$ cat config.mk
export PLATFORM = sky130hd
export DESIGN_NAME = streamer_top
export DESIGN_NICKNAME = d
export VERILOG_FILES = /design/src/common/streamer_pkg.sv /design/src/load/cast_in.sv /design/src/load/load_channel.sv /design/src/store/cast_out.sv /design/src/store/store_channel.sv /design/src/rtl/ldst_arbiter.sv /design/src/rtl/streamer_top.sv
export VERILOG_INCLUDE_DIRS = /design/src /design/src/common
export SDC_FILE = /design/constraint.sdc
export NUM_CORES = 1
export LEC_CHECK = 0
export ABC_AREA = 1
export BUFFER_PORTS_ARGS = -buffer_cell sky130_fd_sc_hd__buf_4
export CELL_PAD_IN_SITES_DETAIL_PLACEMENT = 1
export CELL_PAD_IN_SITES_GLOBAL_PLACEMENT = 1
export CORE_MARGIN = 10
export CORE_UTILIZATION = 42
export DETAILED_ROUTE_END_ITERATION = 16
export PLACE_DENSITY = 0.91
export SYNTH_ARGS = -nofsm -noshare
export SYNTH_HDL_FRONTEND = slang
export SYNTH_SLANG_ARGS = --single-unit
$ cat constraint.sdc
create_clock -name clk_i -period 5.85 [get_ports clk_i]
set_input_delay 0.8775 -clock clk_i [delete_from_list [all_inputs] [get_ports clk_i]]
set_output_delay 0.8775 -clock clk_i [all_outputs]
set_load 0.01 [all_outputs]
$ cat src/common/streamer_macros.svh
// Streamer widths and depths shared by every RTL block
`ifndef STREAMER_MACROS_SVH
`define STREAMER_MACROS_SVH

`default_nettype none

// Memory data word width in bits
// Also the width of one X or Z stream beat
`define STREAMER_DW 32

// Byte address width of the Wishbone port
`define STREAMER_AW 32

// Width of the word-count fields on the control ports
`define STREAMER_LW 16

// Number of words the load channel can hold ahead of the X stream
// Keep this a power of two so the buffer pointers wrap on their own
`define LD_BUF_DEPTH 2

`default_nettype wire

`endif

$ cat src/common/streamer_pkg.sv
// Streamer shared types for memory words seen as FP32 or as FP16 pairs
`include "streamer_macros.svh"

`default_nettype none

package streamer_pkg;

  // One memory word with two views of the same bits
  // fp32 is the whole word as one single precision value
  // half[0] is bits 15:0, half[1] is bits 31:16
  // Load widens half[0] first, store fills half[0] first
  typedef union packed {
    logic [`STREAMER_DW-1:0]             fp32;
    logic [1:0][`STREAMER_DW/2-1:0]      half;
  } mem_word_u;

endpackage

`default_nettype wire

$ cat src/load/cast_in.sv
// FP16 to FP32 widening of one half-word, denormals flushed to zero
`include "streamer_macros.svh"
`timescale 1ns/1ns
`default_nettype none

module cast_in
  import streamer_pkg::*;
(
  input  wire logic [`STREAMER_DW/2-1:0] half_i,
  output mem_word_u                      word_o
);

  // Source fields of the half precision value
  logic       sign;
  logic [4:0] exp_h;
  logic [9:0] man_h;

  assign sign  = half_i[15];
  assign exp_h = half_i[14:10];
  assign man_h = half_i[9:0];

  always_comb begin
    if (exp_h == 5'd0) begin
      // Zero and denormals both end up as signed zero
      word_o.fp32 = {sign, 31'd0};
    end else if (exp_h == 5'd31) begin
      // Infinity and NaN keep their payload in the top mantissa bits
      word_o.fp32 = {sign, 8'hff, man_h, 13'd0};
    end else begin
      // Normal number, bias 15 becomes bias 127
      word_o.fp32 = {sign, {3'd0, exp_h} + 8'd112, man_h, 13'd0};
    end
  end

endmodule

`default_nettype wire

$ cat src/load/load_channel.sv
// Load channel: read requests, word buffer and X stream beat emission
`include "streamer_macros.svh"
`timescale 1ns/1ns
`default_nettype none

module load_channel
  import streamer_pkg::*;
(
  input  wire logic                   clk_i,
  input  wire logic                   rst_n_i,
  input  wire logic                   start_i,
  input  wire logic [`STREAMER_AW-1:0] base_i,
  input  wire logic [`STREAMER_LW-1:0] words_i,
  input  wire logic                   cast_en_i,
  input  wire logic                   req_ack_i,
  input  wire logic [`STREAMER_DW-1:0] req_rdata_i,
  input  wire logic                   x_ready_i,
  output logic                        req_o,
  output logic [`STREAMER_AW-1:0]     req_adr_o,
  output logic                        x_valid_o,
  output logic [`STREAMER_DW-1:0]     x_data_o,
  output logic                        busy_o,
  output logic                        done_o
);

  // Job state
  logic                    busy_q;
  logic                    done_q;
  logic                    cast_q;
  logic [`STREAMER_LW-1:0] words_q;
  logic [`STREAMER_AW-1:0] adr_q;
  // Words read from memory and words fully emitted on X
  logic [`STREAMER_LW-1:0] req_cnt_q;
  logic [`STREAMER_LW-1:0] emit_cnt_q;
  // Word buffer, pointers wrap because the depth is a power of two
  logic [`STREAMER_DW-1:0]             buf_q [`LD_BUF_DEPTH];
  logic [$clog2(`LD_BUF_DEPTH)-1:0]    wr_ptr_q;
  logic [$clog2(`LD_BUF_DEPTH)-1:0]    rd_ptr_q;
  logic [$clog2(`LD_BUF_DEPTH+1)-1:0]  used_q;
  // High half of the head word is next when set
  logic                    half_sel_q;

  mem_word_u head;
  mem_word_u wide_lo;
  mem_word_u wide_hi;
  logic      x_hs;
  logic      pop;
  logic      start;

  assign start = start_i & ~busy_q;

  // One read in flight at most, so a free entry is all that is needed
  assign req_o     = busy_q & (req_cnt_q != words_q) & (used_q != `LD_BUF_DEPTH);
  assign req_adr_o = adr_q;

  assign head = buf_q[rd_ptr_q];

  cast_in u_cast_lo (
    .half_i (head.half[0]),
    .word_o (wide_lo)
  );

  cast_in u_cast_hi (
    .half_i (head.half[1]),
    .word_o (wide_hi)
  );

  // Buffer is empty outside a job
  assign x_valid_o = (used_q != '0);
  assign x_data_o  = cast_q ? (half_sel_q ? wide_hi.fp32 : wide_lo.fp32) : head.fp32;
  assign x_hs      = x_valid_o & x_ready_i;
  // Word leaves the buffer on its last beat
  assign pop       = x_hs & (~cast_q | half_sel_q);

  assign busy_o = busy_q;
  assign done_o = done_q;

  always_ff @(posedge clk_i or negedge rst_n_i) begin
    if (!rst_n_i) begin
      busy_q     <= 1'b0;
      done_q     <= 1'b0;
      cast_q     <= 1'b0;
      words_q    <= '0;
      adr_q      <= '0;
      req_cnt_q  <= '0;
      emit_cnt_q <= '0;
      wr_ptr_q   <= '0;
      rd_ptr_q   <= '0;
      used_q     <= '0;
      half_sel_q <= 1'b0;
    end else begin
      done_q <= 1'b0;
      if (start) begin
        // Empty job finishes at once
        busy_q     <= (words_i != '0);
        done_q     <= (words_i == '0);
        cast_q     <= cast_en_i;
        words_q    <= words_i;
        adr_q      <= base_i;
        req_cnt_q  <= '0;
        emit_cnt_q <= '0;
        half_sel_q <= 1'b0;
      end
      // Read returns, next word address
      if (req_ack_i) begin
        req_cnt_q <= req_cnt_q + 1'b1;
        adr_q     <= adr_q + `STREAMER_AW'd4;
        wr_ptr_q  <= wr_ptr_q + 1'b1;
      end
      if (x_hs && cast_q) begin
        half_sel_q <= ~half_sel_q;
      end
      if (pop) begin
        rd_ptr_q   <= rd_ptr_q + 1'b1;
        emit_cnt_q <= emit_cnt_q + 1'b1;
        // Last beat of the job
        if (emit_cnt_q + 1'b1 == words_q) begin
          busy_q <= 1'b0;
          done_q <= 1'b1;
        end
      end
      // Fill level follows writes and pops
      if (req_ack_i && !pop) begin
        used_q <= used_q + 1'b1;
      end else if (!req_ack_i && pop) begin
        used_q <= used_q - 1'b1;
      end
    end
  end

  // Word is captured in the ack cycle
  always_ff @(posedge clk_i) begin
    if (req_ack_i) begin
      buf_q[wr_ptr_q] <= req_rdata_i;
    end
  end

endmodule

`default_nettype wire

$ cat src/store/cast_out.sv
// FP32 to FP16 narrowing with truncation toward zero
`include "streamer_macros.svh"
`timescale 1ns/1ns
`default_nettype none

module cast_out
  import streamer_pkg::*;
(
  input  wire mem_word_u            word_i,
  output logic [`STREAMER_DW/2-1:0] half_o
);

  // Source fields of the single precision value
  logic              sign;
  logic [7:0]        exp_s;
  logic [22:0]       man_s;
  // Exponent moved to bias 15, may go negative
  logic signed [9:0] exp_rb;
  // Mantissa bits kept after truncation
  logic [9:0]        man_k;

  assign sign   = word_i.fp32[31];
  assign exp_s  = word_i.fp32[30:23];
  assign man_s  = word_i.fp32[22:0];
  assign exp_rb = $signed({2'b00, exp_s}) - 10'sd112;
  assign man_k  = man_s[22:13];

  always_comb begin
    if (exp_s == 8'hff) begin
      // NaN whose payload sits only in the low bits must stay a NaN
      if ((man_s != '0) && (man_k == '0)) begin
        half_o = {sign, 5'h1f, 1'b1, man_k[8:0]};
      end else begin
        half_o = {sign, 5'h1f, man_k};
      end
    end else if (exp_rb <= 10'sd0) begin
      // Underflow, no denormals on the FP16 side
      half_o = {sign, 15'd0};
    end else if (exp_rb >= 10'sd31) begin
      // Overflow saturates to infinity
      half_o = {sign, 5'h1f, 10'd0};
    end else begin
      half_o = {sign, exp_rb[4:0], man_k};
    end
  end

endmodule

`default_nettype wire

$ cat src/store/store_channel.sv
// Store channel: Z stream beat collection, word packing and write requests
`include "streamer_macros.svh"
`timescale 1ns/1ns
`default_nettype none

module store_channel
  import streamer_pkg::*;
(
  input  wire logic                   clk_i,
  input  wire logic                   rst_n_i,
  input  wire logic                   start_i,
  input  wire logic [`STREAMER_AW-1:0] base_i,
  input  wire logic [`STREAMER_LW-1:0] words_i,
  input  wire logic                   cast_en_i,
  input  wire logic                   z_valid_i,
  input  wire logic [`STREAMER_DW-1:0] z_data_i,
  input  wire logic                   req_ack_i,
  output logic                        z_ready_o,
  output logic                        req_o,
  output logic [`STREAMER_AW-1:0]     req_adr_o,
  output logic [`STREAMER_DW-1:0]     req_wdata_o,
  output logic                        busy_o,
  output logic                        done_o
);

  // Job state
  logic                    busy_q;
  logic                    done_q;
  logic                    cast_q;
  logic [`STREAMER_LW-1:0] words_q;
  logic [`STREAMER_AW-1:0] adr_q;
  // Words acked by memory so far
  logic [`STREAMER_LW-1:0] word_cnt_q;
  // Packed word and its pending write
  mem_word_u               pack_q;
  logic                    req_q;
  // Next narrowed beat goes to half 1 when set
  logic                    half_q;

  logic [`STREAMER_DW/2-1:0] narrow;
  logic                      z_hs;
  logic                      start;

  assign start = start_i & ~busy_q;

  cast_out u_cast (
    .word_i (z_data_i),
    .half_o (narrow)
  );

  // No beats while a packed word waits for memory
  assign z_ready_o = busy_q & ~req_q;
  assign z_hs      = z_valid_i & z_ready_o;

  assign req_o       = req_q;
  assign req_adr_o   = adr_q;
  assign req_wdata_o = pack_q.fp32;
  assign busy_o      = busy_q;
  assign done_o      = done_q;

  always_ff @(posedge clk_i or negedge rst_n_i) begin
    if (!rst_n_i) begin
      busy_q     <= 1'b0;
      done_q     <= 1'b0;
      cast_q     <= 1'b0;
      words_q    <= '0;
      adr_q      <= '0;
      word_cnt_q <= '0;
      req_q      <= 1'b0;
      half_q     <= 1'b0;
    end else begin
      done_q <= 1'b0;
      if (start) begin
        busy_q     <= (words_i != '0);
        done_q     <= (words_i == '0);
        cast_q     <= cast_en_i;
        words_q    <= words_i;
        adr_q      <= base_i;
        word_cnt_q <= '0;
        half_q     <= 1'b0;
      end
      // Word complete after one plain beat or two narrowed beats
      if (z_hs) begin
        if (cast_q) begin
          half_q <= ~half_q;
          req_q  <= half_q;
        end else begin
          req_q <= 1'b1;
        end
      end
      if (req_ack_i) begin
        req_q      <= 1'b0;
        adr_q      <= adr_q + `STREAMER_AW'd4;
        word_cnt_q <= word_cnt_q + 1'b1;
        // Done follows the ack of the last word
        if (word_cnt_q + 1'b1 == words_q) begin
          busy_q <= 1'b0;
          done_q <= 1'b1;
        end
      end
    end
  end

  // Payload register, low half filled first under cast
  always_ff @(posedge clk_i) begin
    if (z_hs) begin
      if (!cast_q) begin
        pack_q.fp32 <= z_data_i;
      end else if (half_q) begin
        pack_q.half[1] <= narrow;
      end else begin
        pack_q.half[0] <= narrow;
      end
    end
  end

endmodule

`default_nettype wire

$ cat src/rtl/ldst_arbiter.sv
// Round-robin merge of load and store requests onto a Wishbone classic master
`include "streamer_macros.svh"
`timescale 1ns/1ns
`default_nettype none

module ldst_arbiter (
  input  wire logic                    clk_i,
  input  wire logic                    rst_n_i,
  input  wire logic                    ld_req_i,
  input  wire logic [`STREAMER_AW-1:0] ld_adr_i,
  input  wire logic                    st_req_i,
  input  wire logic [`STREAMER_AW-1:0] st_adr_i,
  input  wire logic [`STREAMER_DW-1:0] st_wdata_i,
  input  wire logic [`STREAMER_DW-1:0] wb_dat_i,
  input  wire logic                    wb_ack_i,
  output logic                         ld_ack_o,
  output logic [`STREAMER_DW-1:0]      ld_rdata_o,
  output logic                         st_ack_o,
  output logic                         wb_cyc_o,
  output logic                         wb_stb_o,
  output logic                         wb_we_o,
  output logic [`STREAMER_AW-1:0]      wb_adr_o,
  output logic [`STREAMER_DW/8-1:0]    wb_sel_o,
  output logic [`STREAMER_DW-1:0]      wb_dat_o
);

  // FSM as two flags, both low is idle
  logic active_q;
  logic release_q;
  // Granted channel and last served channel, set means store
  logic gnt_st_q;
  logic last_st_q;
  logic pick_st;

  // Store wins unless load also asks and store went last
  assign pick_st = st_req_i & (~ld_req_i | ~last_st_q);

  always_ff @(posedge clk_i or negedge rst_n_i) begin
    if (!rst_n_i) begin
      active_q  <= 1'b0;
      release_q <= 1'b0;
      gnt_st_q  <= 1'b0;
      last_st_q <= 1'b0;
    end else if (release_q) begin
      release_q <= 1'b0;
    end else if (active_q) begin
      if (wb_ack_i) begin
        active_q  <= 1'b0;
        release_q <= 1'b1;
        last_st_q <= gnt_st_q;
      end
    end else if (ld_req_i || st_req_i) begin
      active_q <= 1'b1;
      gnt_st_q <= pick_st;
    end
  end

  // Channels hold address and data until their ack
  assign wb_cyc_o = active_q;
  assign wb_stb_o = active_q;
  assign wb_we_o  = gnt_st_q;
  assign wb_adr_o = gnt_st_q ? st_adr_i : ld_adr_i;
  assign wb_dat_o = st_wdata_i;
  assign wb_sel_o = '1;

  assign ld_ack_o   = wb_ack_i & active_q & ~gnt_st_q;
  assign st_ack_o   = wb_ack_i & active_q & gnt_st_q;
  assign ld_rdata_o = wb_dat_i;

endmodule

`default_nettype wire

$ cat src/rtl/streamer_top.sv
// Streamer top: load and store channels sharing one Wishbone master port
`include "streamer_macros.svh"
`timescale 1ns/1ns
`default_nettype none

module streamer_top (
  input  wire logic                    clk_i,
  input  wire logic                    rst_n_i,
  input  wire logic                    cast_en_i,
  input  wire logic                    ld_start_i,
  input  wire logic [`STREAMER_AW-1:0] ld_base_i,
  input  wire logic [`STREAMER_LW-1:0] ld_words_i,
  input  wire logic                    st_start_i,
  input  wire logic [`STREAMER_AW-1:0] st_base_i,
  input  wire logic [`STREAMER_LW-1:0] st_words_i,
  input  wire logic                    x_ready_i,
  input  wire logic                    z_valid_i,
  input  wire logic [`STREAMER_DW-1:0] z_data_i,
  input  wire logic [`STREAMER_DW-1:0] wb_dat_i,
  input  wire logic                    wb_ack_i,
  output logic                         x_valid_o,
  output logic [`STREAMER_DW-1:0]      x_data_o,
  output logic                         z_ready_o,
  output logic                         ld_busy_o,
  output logic                         st_busy_o,
  output logic                         ld_done_o,
  output logic                         st_done_o,
  output logic                         wb_cyc_o,
  output logic                         wb_stb_o,
  output logic                         wb_we_o,
  output logic [`STREAMER_AW-1:0]      wb_adr_o,
  output logic [`STREAMER_DW/8-1:0]    wb_sel_o,
  output logic [`STREAMER_DW-1:0]      wb_dat_o
);

  // Load side request port
  logic                    ld_req;
  logic [`STREAMER_AW-1:0] ld_adr;
  logic                    ld_ack;
  logic [`STREAMER_DW-1:0] ld_rdata;
  // Store side request port
  logic                    st_req;
  logic [`STREAMER_AW-1:0] st_adr;
  logic [`STREAMER_DW-1:0] st_wdata;
  logic                    st_ack;

  load_channel u_load (
    .clk_i       (clk_i),
    .rst_n_i     (rst_n_i),
    .start_i     (ld_start_i),
    .base_i      (ld_base_i),
    .words_i     (ld_words_i),
    .cast_en_i   (cast_en_i),
    .req_ack_i   (ld_ack),
    .req_rdata_i (ld_rdata),
    .x_ready_i   (x_ready_i),
    .req_o       (ld_req),
    .req_adr_o   (ld_adr),
    .x_valid_o   (x_valid_o),
    .x_data_o    (x_data_o),
    .busy_o      (ld_busy_o),
    .done_o      (ld_done_o)
  );

  store_channel u_store (
    .clk_i       (clk_i),
    .rst_n_i     (rst_n_i),
    .start_i     (st_start_i),
    .base_i      (st_base_i),
    .words_i     (st_words_i),
    .cast_en_i   (cast_en_i),
    .z_valid_i   (z_valid_i),
    .z_data_i    (z_data_i),
    .req_ack_i   (st_ack),
    .z_ready_o   (z_ready_o),
    .req_o       (st_req),
    .req_adr_o   (st_adr),
    .req_wdata_o (st_wdata),
    .busy_o      (st_busy_o),
    .done_o      (st_done_o)
  );

  // Both channels meet on the one Wishbone port here
  ldst_arbiter u_arb (
    .clk_i      (clk_i),
    .rst_n_i    (rst_n_i),
    .ld_req_i   (ld_req),
    .ld_adr_i   (ld_adr),
    .st_req_i   (st_req),
    .st_adr_i   (st_adr),
    .st_wdata_i (st_wdata),
    .wb_dat_i   (wb_dat_i),
    .wb_ack_i   (wb_ack_i),
    .ld_ack_o   (ld_ack),
    .ld_rdata_o (ld_rdata),
    .st_ack_o   (st_ack),
    .wb_cyc_o   (wb_cyc_o),
    .wb_stb_o   (wb_stb_o),
    .wb_we_o    (wb_we_o),
    .wb_adr_o   (wb_adr_o),
    .wb_sel_o   (wb_sel_o),
    .wb_dat_o   (wb_dat_o)
  );

endmodule

`default_nettype wire

==> results of run 1 <==
[critical path, stage by stage, from the launching register on]
cell and delay [ns]:
dfrtp_1 0.94, o21ai_0 0.38, nand2_1 0.16, nor2_1 0.05, a31oi_1 0.69, o21ai_0 0.20
o21ai_1 0.13, nand2_1 0.11, nand2_1 0.13, buf_4 0.12
[power groups by stage]
stage	clock network, µW	logic (µW)	registers [µW]
2_1_floorplan	0	1960	2720
3_3_place_gp	0	2920	2930
3_5_place_dp	0	3060	2970
4_1_cts	1970	3100	2950
5_1_grt	2040	3410	3030
6_report	1930	3080	2960
[registers in the layout, summed over array words and instances, names as in the netlist, 2 cells and up]
register             count
u_store.req_adr_o       32
u_load.emit_cnt_q       16
u_load.used_q            2
u_load.req_cnt_q        16
u_store.req_wdata_o     32
u_load.req_adr_o        32
u_store.words_q         16
u_store.word_cnt_q      16
u_load.buf_q            64
u_load.words_q          16
[cells by family after synthesis]
| logic type | Yosys count |
|---|---|
| other | 1 |
| adder cells (fa/ha/maj) | 9 |
| multiplexers | 11 |
| AO/OA/AOI/OAI | 263 |
| XOR/XNOR | 52 |
| flip-flops | 257 |
| buffers and inverters | 288 |
| AND/OR/NAND/NOR | 950 |
[layer usage]
metal  share of wire  up-vias  wire length, µm  track usage
met2            0.51      353            26200        0.424
li1                -     6538                -            -
met4           0.031        0             1600       0.0727
met1            0.41     6752            20900        0.286
met5               0        -                0            0
met3           0.052       85             2660       0.0409
[cell usage after synthesis, types with 10 or more instances]
master | instances | area [µm²]
inv_2 | 14 | 52.6
o21ai_0 | 116 | 581
xnor2_1 | 11 | 96.3
nor2_1 | 148 | 556
nor2_2 | 13 | 81.3
o221ai_1 | 10 | 87.6
dfrtp_1 | 161 | 4030
o211ai_1 | 37 | 278
nand2_1 | 553 | 2080
mux2i_1 | 11 | 110
nor3_1 | 19 | 95.1
nand4_1 | 35 | 219
inv_1 | 209 | 785
a21oi_1 | 32 | 160
clkbuf_1 | 26 | 97.6
o22ai_1 | 30 | 188
xor2_1 | 40 | 350
nor2_4 | 15 | 169
edfxtp_1 | 96 | 2880
buf_2 | 19 | 95.1
o21ai_1 | 20 | 100
nand3_1 | 114 | 571
[worst paths after layout]
check	startpoint	to	cells after the start
hold reg to reg	u_arb.release_q	u_arb.release_q	1
setup reg to reg	u_arb.wb_we_o	u_load.req_adr_o[7]	5
hold / removal	rst_n_i	u_store.words_q[15]	1
setup / recovery	u_load.rd_ptr_q	x_data_o[28]	9
min in group clk_i	wb_dat_i[1]	u_load.buf_q[0][1]	1
max in group asynchronous	rst_n_i	u_store.req_adr_o[22]	2
[area by class of cell]
| cell class | count | area [µm²] |
|---|---|---|
| multi-input combinational | 1289 | 6470 |
| tap | 455 | 569 |
| inverter | 226 | 851 |
| sequential | 257 | 6910 |
| antenna | 3 | 7.51 |
| fill | 4162 | 16300 |
| timing repair buffer | 282 | 2120 |
| clock inverter | 18 | 209 |
| clock buffer | 36 | 793 |
[through the flow]
step                hold slack [ns]  std cells  cell area (µm²)  setup slack [ns]
finish                        0.293       2566            17900              1.46
floorplan                     0.442       1834            14500              2.64
global route                  0.325       2566            17900              1.20
CTS                           0.316       2563            17900              1.45
global placement              0.470       2509            16900              2.22
detailed placement            0.485       2509            16900              2.11
==> flow_summary.ini, run 1 <==
[run_status]
outcome = completed

[clock_tree]
h-tree-depth = 1
clockBufferDepth = 3
cts_tree = done
hold_buffers = 0
clk_pin_slew_worst_paths_ns = 0.06
clkSinkCount = 257
clkLatencyLatePin_ns = 0.58
cts_resized = 0
cts_buffers = 29
post_cts_buffers = 0
cts_root_buffer = clkbuf_16

[power_and_ir_drop]
vdd_drop_max_v = 0.000268
intPower_uw = 4690
pwr-share-clk = 0.242
total_power_uw = 7970
power_frac_comb = 0.387
p_per_area_nw_per_um2 = 444
seqPwrFrac = 0.371
p_switching_uw = 3280
sw_frac_of_total = 0.412
leakagePower_uw = 0.00817

[sta]
relSlewSlack = 0.192
rsz0062_at_grt = false
final_hold_viol_count = 0
timing.final.crit_share = 0.750
tightest_slew_ns = 1.21
max_freq_ghz = 0.228
final-setup-viol-count = 0
finalSetupTns_ns = 0
finalCriticalPeriod_ns = 4.39
drv_slew = 0
fin_skew_ns = 0.0190

[routing]
vias_per_cell = 5.35
drc_errors = 0
drt_wl_total_um = 51400
antenna_left = 0
wl_per_cell_um = 20.0
first_iter_violations = 723
first_pass_iters = 5
via_count = 13700

[floorplan]
fp.dieH_um = 206
rows = 68
die_area_um2 = 42400
fp.coreArea_um2 = 34300
die_w_um = 206
start_util = 0.423
boundaryPins = 277

[final_layout]
mostFrequentLayoutCell = nand2_1
drive_gt1_frac = 0.197
mostFrequentLayoutCells = nand2_1, buf_4, inv_1
num-nets-final = 2262
fin_util = 0.523
area_delta_synth_final_pct = 23.6

[synthesis]
yosysUniqueCellTypes = 51
ys_seq_area_frac = 0.476
synth-edff-count = 96
yosys_warnings = 0
synthMuxAreaShare = 0.00758
ys_seq_elements = 257
syn-cell-area_um2 = 14500
synthCells = 1831
synth_simple_gate_area_frac = 0.290
synthAdderAreaFrac = 0.00776
synth_top_family_by_area = simple AND/OR/NAND/NOR gates
synth-xor-area-share = 0.0323
syn_avg_cell_area_um2 = 7.93
synth_ff_type = dfrtp_1
async_flop_share = 0.626
synth-compound-area-share = 0.106

[critical_path]
crit_fanout = 21
rrSetupSlack_ns = 2.33
required_ns = 4.97
critPathCaptureType = output pin
startpoint_type = flip-flop
critPathKind = flip-flop to output pin
arrival_ns = 3.51

[grt]
grt_pass1_vias = 14900
grt_pass1_wl_um = 80600
grt_use_total = 0.238
antenna_found_initial = 3
overflow = 0
grt_max_degree = 63

[hold_path]
hold_class = input pin to async pin

[placed_design]
io_buffer_count = 272
hpwl_um = 39500
place_congestion = 0.920

[job]
cap_violations = 0
(Power assumes the default switching activity.)
==> inputs of run 2 (changes only) <==
--- a/config.mk
+++ b/config.mk
@@ -11,9 +11,9 @@
 export CELL_PAD_IN_SITES_DETAIL_PLACEMENT = 1
 export CELL_PAD_IN_SITES_GLOBAL_PLACEMENT = 1
 export CORE_MARGIN = 10
-export CORE_UTILIZATION = 42
+export CORE_UTILIZATION = 41
 export DETAILED_ROUTE_END_ITERATION = 16
-export PLACE_DENSITY = 0.91
+export PLACE_DENSITY = 0.89
 export SYNTH_ARGS = -nofsm -noshare
 export SYNTH_HDL_FRONTEND = slang
 export SYNTH_SLANG_ARGS = --single-unit
==> constraint.sdc (replaced) <==
create_clock -name clk_i -period 4.45 [get_ports clk_i]
set_input_delay 0.6675 -clock clk_i [delete_from_list [all_inputs] [get_ports clk_i]]
set_output_delay 0.6675 -clock clk_i [all_outputs]
set_load 0.01 [all_outputs]
==> run 2 against run 1 <==
Clock power rose by 37%; combinational power rose by 37%; setup slack got worse by 0.91 ns; flip-flop and latch count did not move; critical path depth rose by 2; die area rose by 2.2%; clock skew rose by 0.0033 ns; first-iteration DRC count rose by 10%; sequential share of layout area fell by 0.24 points; final area rose by 0.61%; worst hold slack got worse by 0.16 ns; via count rose by 0.72%; critical path type unchanged; critical endpoint is now x_data_o[29].
==> flow_summary.ini, run 2 (synthesized netlist as in run 1, its figures left out) <==
[clock_tree]
h-tree-depth = 1
clkSinkCount = 257
hold_buffers = 0
cts_resized = 0
cts_tree = done
clkLatencyLatePin_ns = 0.58
cts_buffers = 31
clk_pin_slew_worst_paths_ns = 0.06
post_cts_buffers = 0
cts_root_buffer = clkbuf_16
clockBufferDepth = 3

[final_layout]
num-nets-final = 2268
area_delta_synth_final_pct = 24.3
largest_reg_flops = 64
seqCellArea_um2 = 6910
n_fill_cell = 4227
layoutNonFillerInstCount = 2574
drive_gt1_frac = 0.199
mostFrequentLayoutCell = nand2_1
mostFrequentLayoutCells = nand2_1, buf_4, inv_1
multi_input_area_um2 = 6480
final_area_um2 = 18000
top_register = u_load.buf_q

[routing]
drc_errors = 0
vias_per_cell = 5.37
first_iter_violations = 795
first_pass_iters = 5
drt_wl_total_um = 51300
via_count = 13800
wl_per_cell_um = 19.9
antenna_left = 0

[placed_design]
io_buffer_count = 272
hpwl_um = 38600
numPlacedInstances = 2513
placed_cell_area_um2 = 17000
place_congestion = 0.896

[sta]
rsz0062_at_grt = false
drv_slew = 0
finalCriticalPeriod_ns = 3.90
timing.final.crit_share = 0.876
tightest_slew_ns = 1.07
fin_skew_ns = 0.0223
holdWs_ns = 0.132
finalSetupTns_ns = 0
relSlewSlack = 0.284
max_freq_ghz = 0.256
final-setup-viol-count = 0
final_hold_viol_count = 0

[critical_path]
path_cells = buf_4 > nand2_1 > o21ai_1 > inv_1 > nor2_1 > nand3_1 > o21ai_1 > o21ai_1 > nand2_1 > nand2_1 > buf_4
crit_path_max_incr_delay_ns = 0.68
critPathBufInv = 3
critPathCaptureType = output pin
arrival_ns = 3.23
startpoint_type = flip-flop
required_ns = 3.78
crit_family = compound AO/OA/AOI/OAI gates
critPathKind = flip-flop to output pin
crit_fanout = 12
cp_slowest_cell = o21ai_1

[power_and_ir_drop]
leakagePower_uw = 0.00823
p_per_area_nw_per_um2 = 587
total_power_uw = 10600
vdd_drop_max_v = 0.000371

[grt]
antenna_found_initial = 3
grt_use_total = 0.228
grt_pass1_wl_um = 81200
grt_pass1_vias = 14800
overflow = 0
grt_max_degree = 90

[floorplan]
start_util = 0.418
rows = 68
fp.dieH_um = 208
die_area_um2 = 43300
boundaryPins = 277
fp.coreArea_um2 = 34700
die_w_um = 208

[run_status]
outcome = completed

[hold_path]
hold_class = input pin to async pin

[job]
cap_violations = 0
==> run 2: changes by cell type in the layout (fill, tap and decap cells not counted), sizes merged <==
cell	change
clkbuf	+1
inv	-2
buf	+4
clkinv	+5
==> run 2: path summary, 6_finish.rpt <==
kind	startpoint	endpoint	slack (ns)	cells after the start
setup / recovery	u_load.rd_ptr_q	x_data_o[29]	0.55	11
hold / removal	rst_n_i	u_store.done_o	0.13	1
setup reg to reg	u_arb.wb_we_o	u_store.req_adr_o[5]	1.40	9
hold reg to reg	u_load.used_q[0]	u_load.used_q[0]	0.49	1
max in group asynchronous	rst_n_i	u_load.words_q[15]	3.27	2
min in group clk_i	z_data_i[31]	u_store.req_wdata_o[31]	0.28	1
==> run 2: worst reg2reg max path: stages (launching register included) <==
cell and delay [ns]:
dfrtp_2 0.34, buf_4 0.44, inv_2 0.19, nor2_2 0.14
buf_4 0.33, inv_2 0.34, nand2_1 0.51, inv_2 0.34
nand2_1 0.15, o311ai_0 0.13
==> run 2: per-stage QoR <==
stage,setup WS [ns],util
5_1_grt,0.228,0.520
3_3_place_gp,1.33,0.489
6_report,0.550,0.520
3_5_place_dp,1.17,0.489
4_1_cts,0.520,0.520
2_1_floorplan,1.45,-
==> run 2: where the power goes <==
part	switching, µW	internal [µW]	total [µW]
logic	2630	1580	4210
clock network	1060	1580	2640
registers	656	3100	3760
==> run 2: cell type report <==
cell class                      count  area share
Antenna cell                        3    0.000416
Clock buffer                       37      0.0465
Clock inverter                     21      0.0125
Inverter                          226      0.0471
Multi-Input combinational cell   1289       0.359
Sequential cell                   257       0.383
Tap cell                          455      0.0315
Timing Repair Buffer              286       0.120
==> run 2: layer usage <==
| layer | GRT usage | wire length (µm) |
|---|---|---|
| met5 | 0 | 0 |
| met4 | 0.0727 | 1660 |
| met3 | 0.0306 | 2430 |
| met2 | 0.404 | 26000 |
| met1 | 0.279 | 21300 |
==> inputs of run 3 (changes only) <==
--- a/config.mk
+++ b/config.mk
@@ -8,9 +8,9 @@
 export LEC_CHECK = 0
 export ABC_AREA = 1
 export BUFFER_PORTS_ARGS = -buffer_cell sky130_fd_sc_hd__buf_4
-export CELL_PAD_IN_SITES_DETAIL_PLACEMENT = 1
+export CELL_PAD_IN_SITES_DETAIL_PLACEMENT = 0
 export CELL_PAD_IN_SITES_GLOBAL_PLACEMENT = 1
-export CORE_MARGIN = 10
+export CORE_MARGIN = 5
 export CORE_UTILIZATION = 41
 export DETAILED_ROUTE_END_ITERATION = 16
 export PLACE_DENSITY = 0.89
==> run 3 against run 2 <==
Sequential power is essentially flat; fmax fell by 1.4%; combinational power decreased by 5.7%; highest routed layer unchanged; power fell by 2.6%.
==> flow_summary.ini, run 3 (synthesized netlist as in run 1, its figures left out) <==
[floorplan]
start_util = 0.412
die_w_um = 198
rows = 69
fp.dieH_um = 198
boundaryPins = 277
die_area_um2 = 39300
fp.coreArea_um2 = 35200

[grt]
grt_pass1_vias = 12700
grt_pass1_wl_um = 67600
antenna_found_initial = 1
grt_max_degree = 89
overflow = 0
grt_use_total = 0.211

[placed_design]
io_buffer_count = 272
place_congestion = 0.942
hpwl_um = 32300
numPlacedInstances = 2521
place_ws_ns = 1.07

[sta]
fin_skew_ns = 0.00931
timing.final.crit_share = 0.889
max_freq_ghz = 0.253
rsz0062_at_grt = false
relSlewSlack = 0.304
drv_slew = 0
final-setup-viol-count = 0
setup_slack_ns = 0.493
final_hold_viol_count = 0
finalCriticalPeriod_ns = 3.96
tightest_slew_ns = 1.04
finalSetupTns_ns = 0

[power_and_ir_drop]
p_per_area_nw_per_um2 = 573
vdd_drop_max_v = 0.000348
leakagePower_uw = 0.00822
total_power_uw = 10300

[routing]
vias_per_cell = 5.11
wl_per_cell_um = 16.6
first_pass_iters = 6
via_count = 13200
drt_wl_total_um = 42800
first_iter_violations = 940
drc_errors = 0
antenna_left = 0

[final_layout]
num-nets-final = 2269
top_register = u_load.buf_q
mostFrequentLayoutCells = nand2_1, buf_4, inv_1
layoutNonFillerInstCount = 2578
drive_gt1_frac = 0.200
n_fill_cell = 3322
largest_reg_flops = 64
mostFrequentLayoutCell = nand2_1
area_delta_synth_final_pct = 24.3

[clock_tree]
clockBufferDepth = 3
clkSinkCount = 257
cts_resized = 0
clkLatencyLatePin_ns = 0.55
post_cts_buffers = 0
cts_tree = done
hold_buffers = 0
clk_pin_slew_worst_paths_ns = 0.06
h-tree-depth = 1
cts_buffers = 30
cts_root_buffer = clkbuf_16

[critical_path]
crit_path_max_incr_delay_ns = 0.83
arrival_ns = 3.29
startpoint_type = flip-flop
cp_slowest_cell = dfrtp_1
crit_fanout = 19
worst_r2r_endpoint = u_store.req_adr_o[5]
critPathKind = flip-flop to output pin
path_cells = buf_4 > o21ai_2 > inv_2 > nor2_1 > a31oi_1 > o21ai_0 > o21ai_1 > nand2_1 > nand2_1 > buf_4
critPathBufInv = 3
required_ns = 3.78
critPathCaptureType = output pin
rrSetupSlack_ns = 1.65
r2r_start = u_arb.wb_cyc_o
crit_family = compound AO/OA/AOI/OAI gates
rr_worst_depth = 8

[job]
cap_violations = 0

[run_status]
outcome = completed

[hold_path]
hold_class = input pin to async pin
run 3: changes by cell type in the layout (fill, tap and decap cells not counted), sizes merged:
cell      change
clkinv        -7
clkinvlp      +3
buf           +2
diode         -2
bufinv        +1
inv           +1
run 3: how the worst max path moves through the flow:
| stage | start | endpoint | cells past startpoint |
|---|---|---|---|
| global route | u_load.rd_ptr_q | x_data_o[15] | 11 |
| detailed placement | u_load.rd_ptr_q | x_data_o[27] | 11 |
| global placement | u_load.rd_ptr_q | x_data_o[27] | 10 |
| floorplan | wb_ack_i | u_load.buf_q[1][0] | 4 |
| CTS | u_load.rd_ptr_q | x_data_o[27] | 11 |
| finish | u_load.rd_ptr_q | x_data_o[27] | 10 |
run 3: power breakdown:
part / internal (µW) / leakage, µW / switching [µW]
combinational: 1570 / 0.00477 / 2400
sequential: 3100 / 0.00294 / 644
clock: 1580 / 0.000508 / 1030
total: 6250 / 0.00822 / 4070
run 3: final cells by class:
type | count | area, µm² | share of cell area
Inverter | 226 | 851 | 0.0472
Timing Repair Buffer | 288 | 2170 | 0.120
Sequential cell | 257 | 6910 | 0.383
Tap cell | 461 | 577 | 0.0320
Clock buffer | 37 | 807 | 0.0447
Antenna cell | 1 | 2.50 | 0.000139
Multi-Input combinational cell | 1289 | 6470 | 0.359
Clock inverter | 19 | 249 | 0.0138
run 3: routing by layer:
layer	wire length [µm]	up-vias	track usage	share of wire
li1	-	6532	-	-
met1	18900	6169	0.301	0.44
met2	20100	404	0.343	0.47
met3	2570	72	0.0267	0.060
met4	1200	0	0.0533	0.028
met5	0	-	0	0
run 3: metrics by stage:
stage                      util  cell area [µm²]  hold slack [ns]
after floorplan               -            14500            0.372
after global placement    0.482            17000            0.469
after detailed placement  0.482            17000            0.483
after CTS                 0.512            18000            0.210
after global routing      0.512            18000            0.252
final                     0.512            18000            0.167
